===== config.mk =====
export PLATFORM = sky130hd
export DESIGN_NAME = volume_control
export DESIGN_NICKNAME = d
export VERILOG_FILES = /design/src/common/audio_recorder_pkg.sv /design/src/source/volume_control.sv
export SDC_FILE = /design/constraint.sdc
export NUM_CORES = 1
export LEC_CHECK = 0
export ABC_AREA = 0
export BUFFER_PORTS_ARGS = -buffer_cell sky130_fd_sc_hd__buf_2
export CAP_MARGIN = 20
export CORE_AREA = 4 4 41 43
export DETAILED_ROUTE_END_ITERATION = 12
export DIE_AREA = 0 0 45 47
export PLACE_DENSITY = 0.6
export SLEW_MARGIN = 20
export SYNTH_ARGS = -nofsm -noshare
export SYNTH_HDL_FRONTEND = slang
export SYNTH_SLANG_ARGS = --single-unit

===== constraint.sdc =====
create_clock -name clock -period 2.4 [get_ports clock]
set_input_delay 0.48 -clock clock [delete_from_list [all_inputs] [get_ports clock]]
set_output_delay 0.48 -clock clock [all_outputs]
set_load 0.02 [all_outputs]

===== src/common/audio_recorder_pkg.sv =====
package audio_recorder_pkg;

  //////////////////////////////////////////////////////////////////////
  // data types
  //////////////////////////////////////////////////////////////////////

  // one 8-bit pcm sample, as captured and replayed
  typedef logic [7:0] sample_t;

  // volume step handed to the codec driver
  typedef logic [4:0] volume_t;

  // record while the button is released, replay while it is held
  typedef enum logic {
    MODE_RECORD   = 1'b0,
    MODE_PLAYBACK = 1'b1
  } mode_e;

  //////////////////////////////////////////////////////////////////////
  // volume limits
  //////////////////////////////////////////////////////////////////////

  // value after reset
  localparam volume_t VOLUME_RESET = 5'd8;

  // upper end of the range, the lower end is 0
  localparam volume_t VOLUME_MAX = 5'd31;

endpackage


===== src/source/volume_control.sv =====
`timescale 1ns/100ps

module volume_control (
  input  logic                         clock,
  input  logic                         reset,
  input  logic                         up,
  input  logic                         down,
  output audio_recorder_pkg::volume_t  volume
);

  import audio_recorder_pkg::*;

  logic up_prev;
  logic down_prev;
  logic up_rise;
  logic down_rise;

  // button levels one cycle back, for edge detection
  always_ff @(posedge clock)
  begin
    up_prev   <= up;
    down_prev <= down;
  end

  assign up_rise   = up & ~up_prev;
  assign down_rise = down & ~down_prev;

  // saturating step, a press of down takes priority over up
  always_ff @(posedge clock)
  begin
    if (reset)
    begin
      volume <= VOLUME_RESET;
    end
    else if (down_rise)
    begin
      if (volume != '0)
        volume <= volume - 1'b1;
    end
    else if (up_rise)
    begin
      if (volume != VOLUME_MAX)
        volume <= volume + 1'b1;
    end
  end

endmodule


==> metrics.txt, run 1 <==
status=complete, no violations; Syn Inst Count=between 40 and 50; worst vdd rail ir drop=roughly 330 uV; CTS sink count=7; P per Cell Area=roughly 690 nW/um^2; H-tree Lvls=1; Filler cells=between 150 and 200; CP Capture Type=flop; Port Buffers=8; area of the multi-input gates=approximately 260 um^2; ranking of synthesized cells by area=dfxtp_1 34%, xnor2_1 6.3%, ha_1 6.0%; cts hold-fix bufs=0; register area share after synthesis=0.336; min Tclk post-route=roughly 1.7 ns; crit path DAT=roughly 1.8 ns; Rel. slew slack=0.800; routed len/inst=approximately 11 um; HPWL Detailed=~570 um; total gr overflow=0; Setup CP Type=primary input to flop; Antenna Cells=0; Clock Skew=about 0.0015 ns; number of CTS-inserted buffers=3; GR peak layer=met2; postcts setup bufs=0; syn avg cell area=roughly 9.5 um^2; worst slew pin tran=0.299 ns; syn_nets=50; CTS tree=done; switching share of power=0.317; clock-pin slew on the worst setup and hold paths=0.05 ns; max-slew violations=0; Core Rows=13; Switch Pwr=110 uW; first-pass GRT wire length=1300 um; RePlAce Congestion=0.857; setup TNS=0 ns; Pleak=0.000218 uW; synth unique cells=24; Synth area leader=dfxtp_1; register area=140 um^2; number of global-route vias before repair=330; clk root buf=clkbuf_4; DRC viols=0; power share of the combinational group=0.278; Hold WC Path Type=primary input to flop; Pre-antenna DRT Iters=4; Vias/cell=between 4 and 5; cts repair resizes=0; max-capacitance violation count=0; dpl cells=67; Ys Warns=0; post-layout instance area=approximately 500 um^2; largest net degree at the start of global routing=8; flops & latches, synth=7; DIE HEIGHT=47 um; power after layout=around 350 uW; Clock Power Share=0.304; CP Data Required Time=around 2.5 ns; area grow syn2layout=20.4%; Clock Latency Late Sink=~0.25 ns; Final setup viols=0; initial antenna violation count=0; gr usage total=0.0837; full die area=roughly 2100 um^2; crit start category=primary input; highest clock rate=588 MHz; M1 GR Usage=0.0932; die width=between 40 and 50 um; final hold violations=0; RSZ-0062 raised after global routing=no; internal power=approximately 240 uW; number of DRC markers in iteration 0=9; Initial Utilization=0.320; CP Max Fanout=4; met2 Use GR=0.141; Post-DRT Antenna Nets=0; dpl cell area=between 400 and 500 um^2; # IOs=9; met3 Track Usage GR=0.0115; Seq pwr share=0.418; share of cells above drive strength 1=0.339; top cell type's share of synthesized area=0.336; core area=between 1000 and 1500 um^2; post-route clock period utilization=0.708; final cell count without fillers=71; via count=352; Longest Clk Path Bufs=2; final WL=approximately 760 um; Final Net Count=63; cell area after synthesis=approximately 420 um^2; Core Util, Final=0.386
==> synth_stat cells <==
| cell type | count |
|---|---|
| nand2b_1 | 1 |
| nand3b_1 | 1 |
| nor2b_1 | 1 |
| o22ai_4 | 1 |
| a21oi_1 | 3 |
| nor4_4 | 1 |
| o21ai_2 | 1 |
| nor2_1 | 6 |
| mux2i_1 | 1 |
| nor3_2 | 1 |
| a31o_2 | 1 |
| ha_1 | 2 |
| xnor2_1 | 3 |
| o21a_1 | 1 |
| or2_4 | 1 |
| inv_1 | 2 |
| mux2_4 | 1 |
| nor3_1 | 2 |
| nand2_1 | 2 |
| nand3_1 | 1 |
| a31oi_1 | 2 |
| dfxtp_1 | 7 |
| a21o_1 | 1 |
| buf_4 | 1 |
==> layer usage <==
layer / part of all wire / vias to the layer above
met2: 0.51 / 6
li1: - / 179
met5: 0 / -
met1: 0.45 / 165
met3: 0.031 / 2
met4: 0.0079 / 0
==> layout by cell type, fill, tap and decap left out, drive strengths merged <==
| cell | count |
|---|---|
| a21o | 1 |
| o22ai | 1 |
| mux2i | 1 |
| nor3 | 3 |
| buf | 9 |
| dfxtp | 7 |
| clkbuf | 4 |
| nand3 | 1 |
| nor4 | 1 |
| nor2 | 6 |
| o21ai | 1 |
| nand2b | 1 |
| nand2 | 2 |
| or2 | 1 |
| a31o | 1 |
| mux2 | 1 |
| a31oi | 2 |
| nor2b | 1 |
| nand3b | 1 |
| xnor2 | 3 |
| inv | 2 |
| ha | 2 |
| o21a | 1 |
| a21oi | 3 |
==> metrics by stage <==
step | setup WS [ns] | hold slack (ns)
global placement | 0.441 | 0.580
global route | 0.587 | 0.349
floorplan | 0.566 | 0.508
finish | 0.701 | 0.345
CTS | 0.694 | 0.337
detailed placement | 0.428 | 0.584
==> layout make-up <==
class                   count  area share
well taps                  15      0.0374
flip-flops and latches      7       0.279
multi-input cells          34       0.521
clock buffers               4      0.0524
repair buffers              9      0.0948
inverters                   2      0.0150
==> registers in the layout, summed over array words and instances, names as in the netlist <==
signal,flops
volume,5
down_prev,1
up_prev,1
==> cell families (layout without fill, tap and decap cells) <==
family,Yosys count,count (layout),synth area share
and+or+nand+nor,17,17,0.252
AOI/OAI and AO/OA,10,10,0.192
DFF,7,7,0.336
xor gates and xnor gates,3,3,0.0631
buffers and inverters,3,15,0.0360
adders and majority gates,2,2,0.0601
muxes,2,2,0.0601
==> critical path, stage by stage <==
cell and delay, ns:
buf_2 0.10, nand2b_1 0.14, inv_1 0.10, ha_1 0.32
a31oi_1 0.17, nor2_1 0.07, o21ai_2 0.14, mux2_4 0.31
==> path summary, 6_finish.rpt <==
check                           cells past startpoint       from  slack (ns)         to
worst max-delay path                                8       down        0.70  volume[4]
worst min-delay path                                1         up        0.35    up_prev
worst max register to register                      7  down_prev        0.71  volume[4]
worst min register to register                      2  volume[1]        0.59  volume[1]
==> power groups by stage <==
stage          combinational [uW]  clock, uW  sequential, uW
2_1_floorplan                63.8          0             156
3_3_place_gp                 95.2          0             147
3_5_place_dp                 95.7          0             148
4_1_cts                      97.4        111             145
5_1_grt                       107        113             147
6_report                     96.4        105             145
(Power assumes the default switching activity.)
==> run 2, diff against run 1 <==
==> constraint.sdc (replaced) <==
create_clock -name clock -period 1.6 [get_ports clock]
set_input_delay 0.32 -clock clock [delete_from_list [all_inputs] [get_ports clock]]
set_output_delay 0.32 -clock clock [all_outputs]
set_load 0.02 [all_outputs]
==> run 2 against run 1 <==
Against the previous run: combinational power up 84%; sequential share of layout area is 3.6 points lower; largest power group unchanged; wire length grew 16%; power rose by 60%; largest cell class unchanged.
==> metrics.txt, run 2 (synthesis results as in run 1) <==
status=complete, no violations; highest clock rate=~640 MHz; Longest Clk Path Bufs=2; post-route clock period utilization=0.977; gr usage total=0.112; clock-pin slew on the worst setup and hold paths=0.05 ns; P per Cell Area=approximately 960 nW/um^2; CTS sink count=7; dpl cell area=between 500 and 600 um^2; worst vdd rail ir drop=about 680 uV; RePlAce Congestion=about 0.75; worst hold start=up; Clock Latency Late Sink=0.25 ns; clk root buf=clkbuf_4; max-capacitance violation count=0; core area=around 1300 um^2; number of global-route vias before repair=approximately 380; final hold violations=0; crit-path cells=nand2b_4 > xnor2_1 > ha_2 > o21a_1 > nor3_2 > o21ai_2 > mux2_4; crit path DAT=about 1.7 ns; initial antenna violation count=0; Pre-antenna DRT Iters=2; Final setup viols=0; Post-DRT Antenna Nets=0; Pleak=between 0.0002 and 0.0003 uW; # IOs=9; largest net degree at the start of global routing=8; max-slew violations=0; final WL=882 um; CP Launch Point=down_prev; Core Util, Final=0.443; cts hold-fix bufs=0; CP Max Fanout=4; share of cells above drive strength 1=0.460; Antenna Cells=0; Final Net Count=70; Core Rows=13; CP Data Required Time=about 1.7 ns; RR Startpoint=down_prev; Clock Skew=approximately 0.0036 ns; area grow syn2layout=38.4%; Setup CP Type=flop to flop; Biggest register=volume; DIE HEIGHT=~47 um; commonest non-fill, non-tap cells in the layout=8 x buf_2, 8 x buf_4, 7 x dfxtp_1, 6 x nor2_1; largest registers=volume: 5 flops, down_prev: 1 flops, up_prev: 1 flops; setup slack, reg-to-reg=between 0.03 and 0.04 ns; RSZ-0062 raised after global routing=yes; Initial Utilization=0.320; CP max-delay cell=dfxtp_1; Largest register FFs=5; postcts setup bufs=0; CP Capture Type=flop; first-pass GRT wire length=about 1600 um; number of CTS-inserted buffers=3; routed len/inst=roughly 11 um; Reg2Reg Depth=7; Rel. slew slack=0.796; Port Buffers=8; Vias/cell=4.69; total gr overflow=0; crit start category=flop; setup TNS=0 ns; Hold Path Depth=1; DRC viols=0; CTS tree=done; max incr delay on CP=~0.3 ns; min Tclk post-route=around 1.6 ns; H-tree Lvls=1; via count=approximately 370; Hold WC Path Type=primary input to flop; power after layout=about 560 uW; post-layout instance area=about 580 um^2; worst slew pin tran=a little over 0.3 ns; number of DRC markers in iteration 0=1; die width=45 um; full die area=around 2100 um^2
==> run 2: cell types whose count changed in the layout (fill, tap and decap cells not counted) <==
cell and change:
ha_4 +1, ha_2 +1, nand2b_1 -1, ha_1 -2, nand2b_4 +1, buf_4 +7
==> run 2: through the flow <==
step           std cells  hold WS, ns  setup slack (ns)
2_1_floorplan         44        0.348           -0.0364
3_3_place_gp          74        0.437            -0.125
3_5_place_dp          74        0.439            -0.128
4_1_cts               78        0.178            0.0326
5_1_grt               78        0.175           -0.0513
6_report              78        0.184            0.0370
==> run 2: final timing paths <==
| path | end |
|---|---|
| setup / recovery | volume[4] |
| hold / removal | up_prev |
| setup reg to reg | volume[4] |
| hold reg to reg | volume[1] |
==> run 2: final cells by class <==
cell class | count | area [um^2]
Sequential cell | 7 | 140
Tap cell | 15 | 18.8
Clock buffer | 4 | 26.3
Multi-Input combinational cell | 34 | 284
Inverter | 2 | 7.51
Fill cell | 139 | 724
Timing Repair Buffer | 16 | 100
==> run 2: report_power, final <==
part	switching [uW]	total (uW)	internal, uW	leakage (uW)
combinational	84.4	177	92.2	0.000183
clock	66.6	162	95.3	0.0000150
sequential	25.1	217	191	0.0000579
total	176	555	379	0.000256
==> run 2: what timing repair did <==
item,in CTS,in global routing
hold endpoints to repair,0,0
setup endpoints to repair,1,1
gates resized for setup,1,0
==> run 2: worst max-delay path, delay by kind of cell, from the launching register on <==
kind	cells	cell delay, ns
simple gates	2	0.27
fa+ha+maj	1	0.20
flops	1	0.30
compound gates	2	0.27
mux	1	0.30
xor+xnor	1	0.12
==> run 2: layer usage <==
| layer | wire length (um) | track usage |
|---|---|---|
| met5 | 0 | 0 |
| met4 | 21 | 0.0877 |
| met3 | 27 | 0.0345 |
| met1 | 423 | 0.116 |
| met2 | 410 | 0.189 |
