===== config.mk =====
export PLATFORM = sky130hd
export DESIGN_NAME = decimation_timer
export DESIGN_NICKNAME = d
export VERILOG_FILES = /design/src/recorder/decimation_timer.sv
export SDC_FILE = /design/constraint.sdc
export NUM_CORES = 1
export LEC_CHECK = 0
export ABC_CLOCK_PERIOD_IN_PS = 1130
export BUFFER_PORTS_ARGS = -buffer_cell sky130_fd_sc_hd__buf_2
export CORE_AREA = 2 2 39 41
export CTS_BUF_LIST = sky130_fd_sc_hd__clkbuf_8
export CTS_CLUSTER_DIAMETER = 80
export DETAILED_ROUTE_END_ITERATION = 16
export DIE_AREA = 0 0 41 43
export SETUP_SLACK_MARGIN = 0.15
export SLEW_MARGIN = 25
export SYNTH_ARGS = -nofsm -noshare
export SYNTH_HDL_FRONTEND = slang
export SYNTH_SLANG_ARGS = --single-unit
export TNS_END_PERCENT = 100

===== constraint.sdc =====
create_clock -name clock -period 1.13 [get_ports clock]
set_input_delay 0.1695 -clock clock [delete_from_list [all_inputs] [get_ports clock]]
set_output_delay 0.1695 -clock clock [all_outputs]
set_load 0.1 [all_outputs]

===== src/recorder/decimation_timer.sv =====
`timescale 1ns/100ps

module decimation_timer #(
  parameter int DECIMATION = 8
) (
  input  logic clock,
  input  logic reset,
  input  logic sample_strobe,
  input  logic restart,
  output logic tick
);

  localparam int COUNT_WIDTH = (DECIMATION > 1) ? $clog2(DECIMATION) : 1;
  localparam logic [COUNT_WIDTH-1:0] RELOAD = COUNT_WIDTH'(DECIMATION - 1);

  logic [COUNT_WIDTH-1:0] strobe_count;

  always_ff @(posedge clock)
  begin
    if (reset)
    begin
      strobe_count <= RELOAD;
      tick         <= 1'b0;
    end
    else
    begin
      tick <= 1'b0;
      if (restart)
      begin
        strobe_count <= RELOAD;
      end
      else if (sample_strobe)
      begin
        // the strobe that finds zero is the one that is kept
        if (strobe_count == '0)
        begin
          strobe_count <= RELOAD;
          tick         <= 1'b1;
        end
        else
        begin
          strobe_count <= strobe_count - 1'b1;
        end
      end
    end
  end

endmodule


==> out/metrics.cfg, run 1 <==
[run_status]
status=finished clean

[floorplanning]
fp.dieArea_mm2=0.00176
coreArea_mm2=0.00138
fp-row-count=14
start_util_pct=13.2
die_h_um=43
ios=5
die_w_um=41

[synth]
ys_ff_latch=4
synth_top_area_share_pct=43.8
synth-edff-count=0
synth_area_leaders=dfxtp_1, ha_1, and3b_1
avgSynthCellArea_um2=9.61
syn-instance-count=19
synth_most_common_cell=dfxtp_1
synth_flop_cell=dfxtp_1
synth_area_um2=183
yosys-top-cells-count=dfxtp_1, inv_1, and3b_1, ha_1, nor2_1
syn-num-nets=25
synth_cell_type_count=11
async_flop_share_pct=0
ys_warn_count=0
yosysSeqAreaShare_pct=43.8
yosys.area.top_type=dfxtp_1

[finish]
nets=35
diodes=0
drive_gt1_share_pct=70.4
area_delta_synth_final_pct=76.7

[global_routing]
grt_start_max_net_pins=8
first_global_vias=148
grt_pass1_wl_um=579
grt-ovfl-total=0
grt_usage_pct=5.41
antenna_found_initial=0

[sta]
fmax_mhz=947
worst_slew_pin_slew_ns=0.199
fin_worst_skew_ns=0.000771
min_period_ns=1.06
relSlewSlack_pct=86.7
post-route-period-util_pct=93.4
setup_tns_ns=0
finalHoldViolCount=0
rsz0062_at_grt=yes
setup_viol=0
finalMaxSlewViolations=0

[power_and_ir_drop]
peakVddDrop_v=0.000805
finalPower_uw=474
p_leak_nw=0.148
powerDensity_mw_per_mm2=1470

[routing]
drc=0
drtPass1Iterations=1
met1_length_um=160
wl_per_cell_um=8.02
wl_met2_um=144
routed_via_density=3.47
top_layer_used=met3
dr_wl_met3_um=40
postRouteAntennaNets=0
wl_um=345
drt_iter0_drc=0
via_count=149

[critical_path]
cp.required_ns=1.22
regToRegSetupSlack_ns=0.07
worst-setup-path-type=reg2reg
start_kind=flop
cp-end-kind=flop
slowest_delay_ns=0.32
cp_data_arrival_time_ns=1.14
r2r-start=strobe_count[0]$_SDFFE_PP1P_
cp_common_cell=ha_4
crit_path_max_fanout=2
critPathSlowestCell=dfxtp_2
r2r-end=strobe_count[2]$_SDFFE_PP1P_
path_cells=inv_2 -> ha_4 -> ha_4 -> nand2b_4 -> o211ai_1
reg2reg_depth=5

[clocking]
cts_tree=yes
clk-insertion-delay-late_ns=0.21
cts_sinks=4
ctsHoldBuffers=0
cts-root-buf=clkbuf_8
cts_made_buffers=3
cts_max_path_buffers=2
cts_max_level=1
clk_pin_slew_ns=0.03

[hold_path]
whs_path_depth=3
min-delay-path-class=in2reg
hold_end=strobe_count[1]$_SDFFE_PP1P_
hp-start=restart

[placement]
numPortBuffers=4
dpl.hpwl_um=225
gp_congestion=0.631

[job]
maxCapViolCount=0

## registers in the layout, indices dropped and copies added (netlist names)
signal,cells
strobe_count,3
tick,1
## how the worst max path moves through the flow
stage	from	endpoint	slack, ns	cells past startpoint
floorplan	strobe_count[0]$_SDFFE_PP1P_	strobe_count[1]$_SDFFE_PP1P_	0.11	5
global placement	strobe_count[0]$_SDFFE_PP1P_	strobe_count[1]$_SDFFE_PP1P_	0.08	5
detailed placement	strobe_count[0]$_SDFFE_PP1P_	strobe_count[1]$_SDFFE_PP1P_	0.06	5
CTS	strobe_count[0]$_SDFFE_PP1P_	strobe_count[1]$_SDFFE_PP1P_	0.07	5
global route	strobe_count[0]$_SDFFE_PP1P_	strobe_count[1]$_SDFFE_PP1P_	0.02	5
finish	strobe_count[0]$_SDFFE_PP1P_	strobe_count[2]$_SDFFE_PP1P_	0.07	5
## final cells by class
| class | count | area, um2 |
|---|---|---|
| Fill cell | 154 | 1060 |
| Tap cell | 16 | 20.0 |
| Multi-Input combinational cell | 12 | 124 |
| Sequential cell | 4 | 83.8 |
| Inverter | 3 | 11.3 |
| Timing Repair Buffer | 5 | 42.5 |
| Clock buffer | 3 | 41.3 |
## repair_timing
| action | in CTS | in global routing |
|---|---|---|
| buffers inserted | 1 | 0 |
| resized for setup | 0 | 1 |
| endpoints found under the setup margin | 4 | 4 |
| pin swaps | 2 | 2 |
## report_power, final
part           internal [mW]  leakage (nW)  switching (mW)
Sequential             0.146        0.0322         0.00169
Clock                  0.227        0.0216          0.0692
Combinational         0.0152        0.0945          0.0151
Total                  0.388         0.148          0.0860
## metal layers
metal / up-vias / global-route usage (%)
met5: - / 0
met2: 6 / 6.25
li1: 79 / -
met3: 0 / 6.28
met1: 64 / 6.07
met4: 0 / 2.00
## stage by stage
| step | setup WS, ns | hold WS (ns) | utilization, % | std cells | instance area, um2 |
|---|---|---|---|---|---|
| after floorplan | 0.109 | 0.266 | - | 19 | 211 |
| after global placement | 0.0787 | 0.382 | 19.3 | 39 | 267 |
| after detailed placement | 0.0649 | 0.389 | 19.3 | 39 | 267 |
| after CTS | 0.0671 | 0.165 | 22.8 | 43 | 315 |
| after global routing | 0.0196 | 0.181 | 23.3 | 43 | 323 |
| final | 0.0741 | 0.167 | 23.3 | 43 | 323 |
## cells by family (layout without fill, tap and decap cells)
group / after synthesis / after routing / share of synthesized area (%)
adder cells (fa/ha/maj): 2 / 2 / 13.7
AO/OA/AOI/OAI: 3 / 3 / 11.6
AND/OR/NAND/NOR: 7 / 7 / 24.7
buffers and inverters: 3 / 11 / 6.16
flip-flops: 4 / 4 / 43.8
## critical path, delay by kind of cell (launching register included)
kind                     cells  cell delay, ns
flip-flops                   1            0.32
AO/OA/AOI/OAI                1            0.07
adder cells (fa/ha/maj)      2            0.39
AND/OR/NAND/NOR              1            0.10
buffers and inverters        1            0.04
## cell usage in the layout, fill, tap and decap left out
master    instances
buf_2             3
nand2b_4          1
and3b_1           2
dfxtp_1           1
buf_4             1
nor2_2            1
o211ai_1          1
inv_2             2
ha_4              2
o21ai_2           1
and3_2            1
dfxtp_2           3
clkbuf_8          3
nor2_1            2
buf_12            1
o21ai_1           1
inv_1             1
(Power assumes the default switching activity.)
==> inputs of run 2 (changes only) <==
Settings changed: BUFFER_PORTS_ARGS -buffer_cell sky130_fd_sc_hd__buf_2 to -buffer_cell sky130_fd_sc_hd__clkbuf_2.
==> run 2 against run 1 <==
Compared with the run above: non-clock buffer count did not move; largest power group unchanged; final area decreased by 2.3%; combinational power fell by 12%; cell count stayed put; clock skew decreased by 0.00068 ns; critical endpoint is now strobe_count[1]$_SDFFE_PP1P_; worst setup slack got worse by 0.0025 ns.
==> out/metrics.cfg, run 2 (synthesis results as in run 1) <==
[floorplanning]
ios=5  ; unchanged
die_w_um=41  ; unchanged
die_h_um=43  ; unchanged
fp-row-count=14  ; unchanged
start_util_pct=13.2  ; unchanged
coreArea_mm2=0.00138  ; unchanged
fp.dieArea_mm2=0.00176  ; unchanged

[clocking]
cts_sinks=4  ; unchanged
cts_max_path_buffers=2  ; unchanged
cts_resized=0  ; unchanged
cts-root-buf=clkbuf_8
clk-insertion-delay-late_ns=0.21  ; about the same
clk_pin_slew_ns=0.03  ; about the same
cts_made_buffers=3  ; unchanged
cts_max_level=1  ; unchanged
cts_tree=yes

[critical_path]
r2r-end=strobe_count[1]$_SDFFE_PP1P_
regToRegSetupSlack_ns=0.07  ; about the same
crit_path_max_fanout=3  ; +1
crit_buf_inv=1  ; unchanged
r2r-start=strobe_count[0]$_SDFFE_PP1P_
cp-endpoint=strobe_count[1]$_SDFFE_PP1P_
cp.depth=5  ; unchanged
cp_common_cell=ha_4
cp.required_ns=1.22  ; about the same
crit_family=flip-flops
reg2reg_depth=5  ; unchanged
path_cells=inv_2 -> ha_4 -> ha_4 -> and3b_1 -> o21ai_2
cp-end-kind=flop
slowest_delay_ns=0.32  ; about the same
critPathSlowestCell=dfxtp_2
start_kind=flop
startpoint=strobe_count[0]$_SDFFE_PP1P_
cp_data_arrival_time_ns=1.15  ; about the same
worst-setup-path-type=reg2reg

[global_routing]
grt-ovfl-total=0  ; unchanged
grt_pass1_wl_um=545  ; -5.9%
first_global_vias=152  ; +2.7%
grt_start_max_net_pins=8  ; unchanged
antenna_found_initial=0  ; unchanged
grt_usage_pct=5.32  ; -0.090 points

[job]
maxCapViolCount=0  ; unchanged

[sta]
worst_slew_pin_slew_ns=0.189  ; -0.0100 ns
finalMaxSlewViolations=0  ; unchanged
post-route-period-util_pct=93.7  ; +0.22 points
setup_tns_ns=0  ; unchanged
setup_viol=0  ; unchanged
min_period_ns=1.06  ; +0.00252 ns
finalHoldViolCount=0  ; unchanged
relSlewSlack_pct=87.4  ; +0.67 points
fin_worst_skew_ns=0.0000906  ; -0.000680 ns
rsz0062_at_grt=yes
fmax_mhz=945  ; -0.24%

[finish]
area_delta_synth_final_pct=72.6
layout_common_cells=clkbuf_8, clkbuf_2, dfxtp_2
top_register=strobe_count
drive_gt1_share_pct=66.7  ; -3.7 points
diodes=0  ; unchanged
stdcell_count=43  ; unchanged
nets=35  ; unchanged
top_regs=strobe_count: 3 flops, tick: 1 flops
largest_reg_flops=3  ; unchanged

[routing]
postRouteAntennaNets=0  ; unchanged
wl_per_cell_um=7.07  ; -12%
drc=0  ; unchanged
drtPass1Iterations=2  ; +1
drt_iter0_drc=3  ; +3
via_count=145  ; -2.7%
wl_um=304  ; -12%
routed_via_density=3.37  ; -2.7%

[placement]
dp_cells=39  ; unchanged
numPortBuffers=4  ; unchanged
gp_congestion=0.649  ; +2.9%
dpl.hpwl_um=233  ; +3.6%

[power_and_ir_drop]
powerDensity_mw_per_mm2=1480  ; +0.47%
peakVddDrop_v=0.000614  ; -24%
p_leak_nw=0.147  ; -0.79%

[hold_path]
min-delay-path-class=in2reg

[run_status]
status=finished clean

run 2: layout make-up:
class / instances / area [um2]
fill: 142 / 1070
multi-input combinational: 12 / 116
sequential: 4 / 83.8
timing repair buffer: 5 / 42.5
clock buffer: 3 / 41.3
tap: 16 / 20.0
inverter: 3 / 11.3
run 2: layer usage:
metal  GRT usage [%]  vias to the layer above  share of wire [%]
li1                -                       79                  -
met1            5.47                       60                 47
met2            5.63                        6                 40
met3            6.28                        0                 13
met4            4.00                        0                  0
met5               0                        -                  0
run 2: worst register-to-register path: cells and delay by family, from the launching register on:
family / cells / cell delay (ns)
AOI/OAI and AO/OA: 1 / 0.05
buffers and inverters: 1 / 0.04
DFF: 1 / 0.32
and+or+nand+nor: 1 / 0.22
adders and majority gates: 2 / 0.30
run 2: how the worst min path moves through the flow:
stage                     slack [ns]    start  cells after the start                            to
after global placement          0.38  restart                      3  strobe_count[1]$_SDFFE_PP1P_
final                           0.17  restart                      3  strobe_count[1]$_SDFFE_PP1P_
after CTS                       0.17  restart                      3  strobe_count[1]$_SDFFE_PP1P_
after floorplan                 0.27  restart                      2  strobe_count[1]$_SDFFE_PP1P_
after detailed placement        0.39  restart                      3  strobe_count[1]$_SDFFE_PP1P_
after global routing            0.18  restart                      3  strobe_count[1]$_SDFFE_PP1P_
run 2: where the power goes:
group          leakage (nW)  switching (mW)  internal [mW]
combinational        0.0934          0.0133         0.0132
clock                0.0216          0.0644          0.226
sequential           0.0322         0.00179          0.146
run 2: repair_timing:
item                       in CTS  in global routing
pin swaps                       0                  0
hold buffers                    0                  0
setup endpoints to repair       3                  4
cloned                          0                  0
setup buffers                   1                  0
run 2: per-stage QoR:
| step | utilization (%) | setup slack (ns) | hold WS [ns] | total power, mW | instance area [um2] |
|---|---|---|---|---|---|
| after floorplan | - | 0.109 | 0.266 | 0.163 | 211 |
| after global placement | 19.3 | 0.0602 | 0.384 | 0.175 | 267 |
| after detailed placement | 19.3 | 0.0596 | 0.395 | 0.174 | 267 |
| after CTS | 22.8 | 0.0630 | 0.173 | 0.476 | 315 |
| after global routing | 22.8 | 0.0197 | 0.183 | 0.491 | 315 |
| final | 22.8 | 0.0716 | 0.173 | 0.465 | 315 |
