==> config.mk <==
export PLATFORM = sky130hd
export DESIGN_NAME = button_debounce
export DESIGN_NICKNAME = d
export VERILOG_FILES = /design/src/source/button_debounce.sv
export SDC_FILE = /design/constraint.sdc
export NUM_CORES = 1
export LEC_CHECK = 0
export BUFFER_PORTS_ARGS = -buffer_cell sky130_fd_sc_hd__buf_2
export CAP_MARGIN = 20
export CORE_UTILIZATION = 59
export CTS_CLUSTER_SIZE = 16
export DETAILED_ROUTE_END_ITERATION = 12
export MAX_ROUTING_LAYER = met4
export PLACE_DENSITY = 0.81
export SLEW_MARGIN = 20
export SYNTH_ARGS = -nofsm -noshare
export SYNTH_HDL_FRONTEND = slang
export SYNTH_SLANG_ARGS = --single-unit
==> constraint.sdc <==
create_clock -name clock -period 3.3 [get_ports clock]
set_input_delay 0.66 -clock clock [delete_from_list [all_inputs] [get_ports clock]]
set_output_delay 0.66 -clock clock [all_outputs]
set_load 0.05 [all_outputs]
==> src/source/button_debounce.sv <==
`timescale 1ns/100ps

module button_debounce #(
  parameter int DEBOUNCE_CYCLES = 270000
) (
  input  logic clock,
  input  logic reset,
  input  logic noisy,
  output logic clean
);

  localparam int COUNT_WIDTH = $clog2(DEBOUNCE_CYCLES + 1);

  logic                   last_level;
  logic [COUNT_WIDTH-1:0] stable_count;

  always_ff @(posedge clock)
  begin
    if (reset)
    begin
      // start out settled on whatever the pin shows now
      last_level   <= noisy;
      clean        <= noisy;
      stable_count <= '0;
    end
    else if (noisy != last_level)
    begin
      // input moved, wait for it to hold still again
      last_level   <= noisy;
      stable_count <= '0;
    end
    else if (stable_count == COUNT_WIDTH'(DEBOUNCE_CYCLES))
    begin
      clean <= last_level;
    end
    else
    begin
      stable_count <= stable_count + 1'b1;
    end
  end

endmodule

==> results of run 1 <==
routing by layer:
| layer | part of all wire [%] | vias to the layer above | GRT usage [%] |
|---|---|---|---|
| li1 | - | 425 | - |
| met1 | 50 | 367 | 29.4 |
| met2 | 44 | 14 | 34.6 |
| met3 | 3.6 | 4 | 4.17 |
| met4 | 1.5 | 0 | 11.9 |
| met5 | 0 | - | - |
worst reg2reg max path, delay by kind of cell, from the launching register on:
family / cells / cell delay [ns]
XOR/XNOR: 1 / 0.22
flip-flops: 1 / 0.43
buffers and inverters: 1 / 0.47
AO/OA/AOI/OAI: 1 / 0.48
AND/OR/NAND/NOR: 1 / 0.24
placed cells by master (no fill, tap or decap), types with 2 or more instances in the layout:
master,instances
dfxtp_1,19
nor2_1,12
nand2_1,8
xnor2_1,8
inv_1,7
a21oi_1,6
o21ai_0,6
nor4_1,5
nand3_1,5
or3_1,5
nand4_1,4
nor3_1,3
clkbuf_4,3
buf_2,3
xor2_1,2
or3_4,2
nor4b_1,2
mux2i_1,2
ha_1,2
edfxtp_1,2
synth_stat cells, types with 2 or more instances:
cell,number,share of area [%]
nand2_1,8,2.9
inv_1,7,2.6
dfxtp_1,19,37
nand4_1,4,2.5
or3_4,2,2.2
nor4_1,5,3.1
nor2_1,12,4.4
nand3_1,5,2.5
xor2_1,2,1.7
nor3_1,3,1.5
ha_1,2,2.5
edfxtp_1,2,5.9
xnor2_1,8,6.9
or3_1,5,3.1
nor4b_1,2,1.7
a21oi_1,6,2.9
mux2i_1,2,2.0
o21ai_0,6,2.9
sequential cells by signal (all words and copies together), names as in the netlist:
name and cells:
clean 1, last_level 1, stable_count 19
power groups by stage:
stage | clock network, mW | registers [mW] | logic [mW]
floorplan | 0 | 0.274 | 0.0159
global placement | 0 | 0.271 | 0.0246
detailed placement | 0 | 0.272 | 0.0261
CTS | 0.125 | 0.266 | 0.0261
global route | 0.132 | 0.266 | 0.0295
finish | 0.120 | 0.266 | 0.0259
how the worst max path moves through the flow:
stage / start / depth (start not counted) / endpoint
after CTS: last_level / 4 / stable_count[1]
final: noisy / 5 / stable_count[1]
after global routing: last_level / 4 / stable_count[1]
after global placement: noisy / 5 / stable_count[1]
after detailed placement: noisy / 5 / stable_count[1]
after floorplan: noisy / 4 / last_level
logic make-up after synthesis:
| logic type | Yosys count | synth area share [%] |
|---|---|---|
| AOI/OAI and AO/OA | 17 | 10.1 |
| and+or+nand+nor | 51 | 29.4 |
| muxes | 3 | 3.06 |
| xor gates and xnor gates | 10 | 8.58 |
| DFF | 21 | 43.1 |
| buffers and inverters | 9 | 3.31 |
| adders and majority gates | 2 | 2.45 |
final cells by class:
type	count	area (um^2)	share of cell area, %
clock buffers	4	26.3	2.44
multi-input cells	83	547	50.7
repair buffers	3	15.0	1.39
well taps	16	20.0	1.86
flip-flops and latches	21	440	40.8
inverters	8	30.0	2.78
through the flow:
stage | util, % | hold WS [ns] | power (mW) | setup slack [ns] | area [um^2]
3_5_place_dp | 67.5 | 0.506 | 0.298 | 1.01 | 1050
5_1_grt | 69.2 | 0.560 | 0.428 | 1.06 | 1080
3_3_place_gp | 67.5 | 0.491 | 0.296 | 1.14 | 1050
2_1_floorplan | - | 0.453 | 0.290 | 1.54 | 1020
6_report | 69.2 | 0.530 | 0.412 | 1.35 | 1080
4_1_cts | 69.2 | 0.527 | 0.417 | 1.32 | 1080
==> metrics.md, run 1 <==
| Metric | Value |
|---|---|
| Status | `complete, but fails checks` |
| Failing checks | `design-rule violations` |
| Buffers plus inverters on the worst setup path | `2` |
| Setup TNS | `0 ns` |
| Post-detailed-route wirelength per cell | `13.4 um` |
| Initial antenna violation count | `0` |
| CP Cell Sequence | `buf_2 -> xor2_1 -> nor2_1 -> clkinv_1 -> o41ai_1` |
| WS Path Type | `primary input to flip-flop` |
| Max-Cap Viols | `0` |
| Global placement routability congestion | `0.798` |
| Core area | `1560 um^2` |
| Hold WC Path Type | `flip-flop to flip-flop` |
| Switching Fraction | `23.1%` |
| Hold Path Sink | `stable_count[18]` |
| Post-CTS Resized | `0` |
| Sink Count | `21` |
| Maximum root-to-sink buffer count | `2` |
| Htree depth | `1` |
| Placed cells | `131` |
| Die Ht | `43.6 um` |
| Die area | `1900 um^2` |
| Crit end category | `flip-flop` |
| Clock Skews | `0.00444 ns` |
| CP max stage cell | `o41ai_1` |
| Pin count of the biggest net entering global routing | `19` |
| Total Routing Usage GR | `23.0%` |
| EDFF count, synth | `2` |
| Routed Antenna Nets | `0` |
| Critical path data required time | `3.50 ns` |
| Synth-to-layout area growth | `5.64%` |
| CP peak stage delay | `0.48 ns` |
| 1st-iter DRT viols | `19` |
| CTS clock-pin slew for the worst setup and hold paths | `0.11 ns` |
| Register area share after synthesis | `43.1%` |
| Hold path depth | `2` |
| Part of the cycle the worst path needs | `59.2%` |
| Critical Path AT | `2.15 ns` |
| Sequential Power Share | `64.5%` |
| Pwr/cell area | `382 nW/um^2` |
| GRT overflow | `0` |
| Clock power share | `29.2%` |
| Internal power | `0.317 mW` |
| First-pass GRT wire length | `3190 um` |
| Layout cells sized above 1 | `10.1%` |
| Asr flop ratio synth | `0%` |
| DR vias/cell | `6.00` |
| FF-to-FF Start | `last_level` |
| Crit-path leading delay family | `buffers and inverters` |
| Final nets | `125` |
| HP Start | `stable_count[18]` |
| ANT cells | `0` |
| Pre-antenna DRT Iters | `9` |
| Top_reg_cell synth | `dfxtp_1` |
| Maximum vdd drop | `263 uV` |
| CTS Root Cell | `clkbuf_4` |
| Synth Instances | `113` |
| Synth Register Bits | `21` |
| CP Max Fanout | `18` |
| DP Wirelength | `1350 um` |
| RSZ-0062 raised after global routing | `no` |
| Cts hold-fix bufs | `0` |
| Syn Nets | `118` |
| Final hold violation count | `0` |
| Worst-Skew Late Latency | `0.29 ns` |
| Syn_area_per_cell | `9.04 um^2` |
| Num CTS Buffers | `3` |
| Vias in the first global route | `757` |
| Final Max Tran Viols | `0` |
| Measured slew at the worst slew-check pin | `0.492 ns` |
| Die extent in x | `43.6 um` |
| Yosys warnings | `0` |
| F_max | `512 MHz` |
| Startpoint Class | `primary input` |
| Initial Util | `65.5%` |
| Port buffer count | `3` |
| I/O pin cnt | `4` |
| CTS tree | `done` |
| Fillers | `107` |
| Non-filler cells, final | `135` |
| Reg2reg setup slack | `1.35 ns` |
| Row Count | `14` |
| Min Tclk post-route | `1.95 ns` |
| Worst rel slew slack | `67.0%` |
| LEAKAGE | `0.321 nW` |
| Total Wirelength | `1810 um` |
| Total number of vias | `810` |
| Gate power share | `6.3%` |
| Final Setup Violations | `0` |
| Postcts setup bufs | `0` |
| P_sw | `0.0954 mW` |
| Post-synthesis cell area | `1020 um^2` |
| Number of library cell types mapped by synthesis | `31` |
| Reg2reg path depth | `4` |
| DRC viols | `1` |
| R2r endpoint | `stable_count[1]` |
Power figures use the tool's default switching activity.
==> inputs of run 2 (changes only) <==
ABC_AREA = 1   (was not set)
CORE_UTILIZATION = 54   (was 59)
PLACE_DENSITY = 0.78   (was 0.81)
clock period = 1.58 ns   (was 3.3 ns; I/O delays follow)
==> run 2 against run 1 <==
Net effect: the run now ends clean; sequential power grew 110%; highest routed layer unchanged; clock power is 110% higher; non-clock buffer count increased by 3; first-iteration DRC count rose by 120%; largest power group unchanged; sequential share of layout area is 5.6 points lower; critical path depth is 1 higher; via count increased by 31%; global-route usage down 1.3 points; cell area rose by 16%.
==> metrics.md, run 2 <==
| Metric | Value |
|---|---|
| Final hold violation count | `0 (unchanged)` |
| Global placement routability congestion | `0.874 (was 0.798)` |
| Row Count | `16 (was 14)` |
| Sink Count | `21 (unchanged)` |
| Crit end category | `flip-flop (unchanged)` |
| Crit-path leading delay family | `simple AND/OR/NAND/NOR gates (was buffers and inverters)` |
| Pre-antenna DRT Iters | `4 (was 9)` |
| Buffers plus inverters on the worst setup path | `1 (was 2)` |
| CP Cell Sequence | `inv_1 -> ha_1 -> nand3_1 -> nor2_2 -> nand2_2 -> o21bai_1 (was buf_2 -> xor2_1 -> nor2_1 -> clkinv_1 -> o41ai_1)` |
| Post-detailed-route wirelength per cell | `11.1 um (was 13.4 um)` |
| DP Wirelength | `1740 um (was 1350 um)` |
| Pwr/cell area | `710 nW/um^2 (was 382 nW/um^2)` |
| Synth Instances | `171 (was 113)` |
| Syn_area_per_cell | `6.83 um^2 (was 9.04 um^2)` |
| Maximum root-to-sink buffer count | `2 (unchanged)` |
| Pin count of the biggest net entering global routing | `15 (was 19)` |
| Area share of the largest cell type after synthesis | `32.6% (was 37.3%)` |
| Max reg flops | `19 (unchanged)` |
| Asr flop ratio synth | `0% (unchanged)` |
| Register area share after synthesis | `37.7% (was 43.1%)` |
| Total Wirelength | `2290 um (was 1810 um)` |
| Htree depth | `1 (unchanged)` |
| GRT overflow | `0 (unchanged)` |
| Post-synthesis cell area | `1170 um^2 (was 1020 um^2)` |
| EDFF count, synth | `2 (unchanged)` |
| Measured slew at the worst slew-check pin | `0.264 ns (was 0.492 ns)` |
| Syn Nets | `176 (was 118)` |
| Critical path data required time | `1.60 ns (was 3.50 ns)` |
| Status | `completed (was complete, but fails checks)` |
| Xor/xnor cell area share of the yosys netlist | `0.750% (was 8.58%)` |
| Largest reg by FF count | `stable_count (unchanged)` |
| Die Ht | `48.5 um (was 43.6 um)` |
| DRC viols | `0 (was 1)` |
| Synth top area cells | `dfxtp_1 (33%), nand2_1 (9.6%), nor2_1 (8.7%) (was dfxtp_1 (37%), xnor2_1 (6.9%), edfxtp_1 (5.9%))` |
| Clock Skews | `0.00636 ns (was 0.00444 ns)` |
| ANT cells | `0 (unchanged)` |
| LEAKAGE | `0.408 nW (was 0.321 nW)` |
| WS Path Type | `flip-flop to flip-flop (was primary input to flip-flop)` |
| Worst-Skew Late Latency | `0.30 ns (was 0.29 ns)` |
| Synth Area in Adders | `2.14% (was 2.45%)` |
| Startpoint Class | `flip-flop (was primary input)` |
| Final nets | `185 (was 125)` |
| Final Setup Violations | `0 (unchanged)` |
| Top-count cell post-synth | `nand2_1 (was dfxtp_1)` |
| Largest regs | `stable_count x19, clean x1, last_level x1 (unchanged)` |
| CTS clock-pin slew for the worst setup and hold paths | `0.11 ns (about the same)` |
| F_max | `691 MHz` |
| Die extent in x | `48.5 um (was 43.6 um)` |
| Max-Cap Viols | `0 (unchanged)` |
| Total Routing Usage GR | `21.7% (was 23.0%)` |
| First-pass GRT wire length | `3880 um (was 3190 um)` |
| Commonest cells in the netlist | `nand2_1 (30), nor2_1 (27), dfxtp_1 (19) (was dfxtp_1 (19), nor2_1 (12), nand2_1 (8), xnor2_1 (8), inv_1 (7))` |
| CP Max Fanout | `5 (was 18)` |
| Synth Area in Compound Gates | `12.6% (was 10.0%)` |
| I/O pin cnt | `4 (unchanged)` |
| Hold WC Path Type | `primary input to flip-flop (was flip-flop to flip-flop)` |
| Synth Area in Simple Gates | `36.4% (was 29.4%)` |
| Vias in the first global route | `975 (was 757)` |
| Routed Antenna Nets | `0 (unchanged)` |
| Min Tclk post-route | `1.45 ns` |
| Sequential cell area | `442 um^2 (was 440 um^2)` |
| 1st-iter DRT viols | `42 (was 19)` |
| Layout cells sized above 1 | `17.3% (was 10.1%)` |
| CP max stage cell | `dfxtp_2 (was o41ai_1)` |
| CP peak stage delay | `0.36 ns (was 0.48 ns)` |
| Postcts setup bufs | `0 (unchanged)` |
| CTS tree | `done (unchanged)` |
| Yosys warnings | `0 (unchanged)` |
| Final Max Tran Viols | `0 (unchanged)` |
| Final Hold Slack | `0.223 ns (was 0.530 ns)` |
| Fillers | `178 (was 107)` |
| Total number of vias | `1059 (was 810)` |
| Top_reg_cell synth | `dfxtp_1 (unchanged)` |
| Num CTS Buffers | `3 (unchanged)` |
| Most common cell after layout, fill and taps aside | `nand2_1 (was dfxtp_1)` |
| Part of the cycle the worst path needs | `91.6%` |
| Die area | `2350 um^2 (was 1900 um^2)` |
| DR vias/cell | `5.14 (was 6.00)` |
| Mux contribution to synthesized area | `0.965% (was 3.06%)` |
| Critical Path AT | `1.47 ns (was 2.15 ns)` |
| Footprint of the multi-input gates | `623 um^2 (was 547 um^2)` |
| Synth Register Bits | `21 (unchanged)` |
| Area leader, netlist | `dfxtp_1 (unchanged)` |
| Maximum vdd drop | `409 uV (was 263 uV)` |
| Core area | `2000 um^2 (was 1560 um^2)` |
| Largest family of logic cells by synthesized area | `simple AND/OR/NAND/NOR gates (unchanged)` |
| CTS Root Cell | `clkbuf_4 (unchanged)` |
| Most frequent cells in the layout | `nand2_1 (29), nor2_1 (26), inv_1 (18), dfxtp_1 (18), a21oi_1 (15) (was dfxtp_1 (19), nor2_1 (12), nand2_1 (8), xnor2_1 (8), inv_1 (7))` |
| Cts hold-fix bufs | `0 (unchanged)` |
| Worst rel slew slack | `82.4% (was 67.0%)` |
| Port buffer count | `3 (unchanged)` |
| Synth-to-layout area growth | `7.29% (was 5.64%)` |
| Fin area | `1250 um^2 (was 1080 um^2)` |
| Number of library cell types mapped by synthesis | `24 (was 31)` |
| Placed cells | `202 (was 131)` |
| Post-DP Area | `1220 um^2 (was 1050 um^2)` |
| Non-filler cells, final | `206 (was 135)` |
| Initial antenna violation count | `0 (unchanged)` |
| Initial Util | `58.3% (was 65.5%)` |
## run 2: changes by cell type after synthesis, sizes merged, moves of 4 or more
cell,before,now
nor4,5,0
nand3,5,16
xnor2,8,0
nor2,12,35
o21ai,6,13
nand2,8,34
inv,7,22
or3,8,0
nand4,5,1
a21oi,6,15
## run 2: path summary, 6_finish.rpt
| kind | startpoint | to | slack, ns | depth (start not counted) |
|---|---|---|---|---|
| max | stable_count[0] | clean | 0.13 | 6 |
| min | noisy | last_level | 0.22 | 1 |
| max reg2reg | stable_count[0] | clean | 0.13 | 6 |
| min reg2reg | stable_count[5] | stable_count[5] | 0.49 | 1 |
## run 2: final cells by class
cell class | instances | share of cell area, %
sequential | 21 | 35.3
clock buffer | 4 | 2.10
tap | 27 | 2.70
inverter | 24 | 7.19
multi-input combinational | 124 | 49.8
timing repair buffer | 6 | 3.00
## run 2: cells by family after synthesis
logic type / Yosys count
AO/OA/AOI/OAI: 29
XOR/XNOR: 1
adder cells (fa/ha/maj): 2
buffers and inverters: 26
flip-flops: 21
multiplexers: 1
AND/OR/NAND/NOR: 91
## run 2: repair_timing
item,4_1_cts,5_1_grt
endpoints found under the hold margin,0,0
setup endpoints to repair,0,1
resized for setup,0,3
## run 2: per-layer routing
layer  share of wire, %  routed length [um]  track usage, %  up-vias
met4               0.92                  21            7.84        0
met2                 45                1020            33.8       27
met5                  0                   0               -        -
li1                   -                   -               -      565
met1                 50                1150            28.2      463
met3                4.2                  96            4.09        4
## run 2: report_power, final
group	internal (mW)	switching, mW
combinational	0.0268	0.0512
sequential	0.548	0.00757
clock	0.0984	0.157
total	0.673	0.216
## run 2: metrics by stage
stage | TNS (ns) | util, % | setup WS [ns] | power, mW
after detailed placement | 0 | 60.9 | 0.144 | 0.643
after global placement | 0 | 60.9 | 0.254 | 0.640
final | 0 | 62.6 | 0.132 | 0.889
after floorplan | 0 | - | 0.299 | 0.624
after CTS | 0 | 62.3 | 0.134 | 0.893
after global routing | -0.000128 | 62.6 | -0.000128 | 0.924
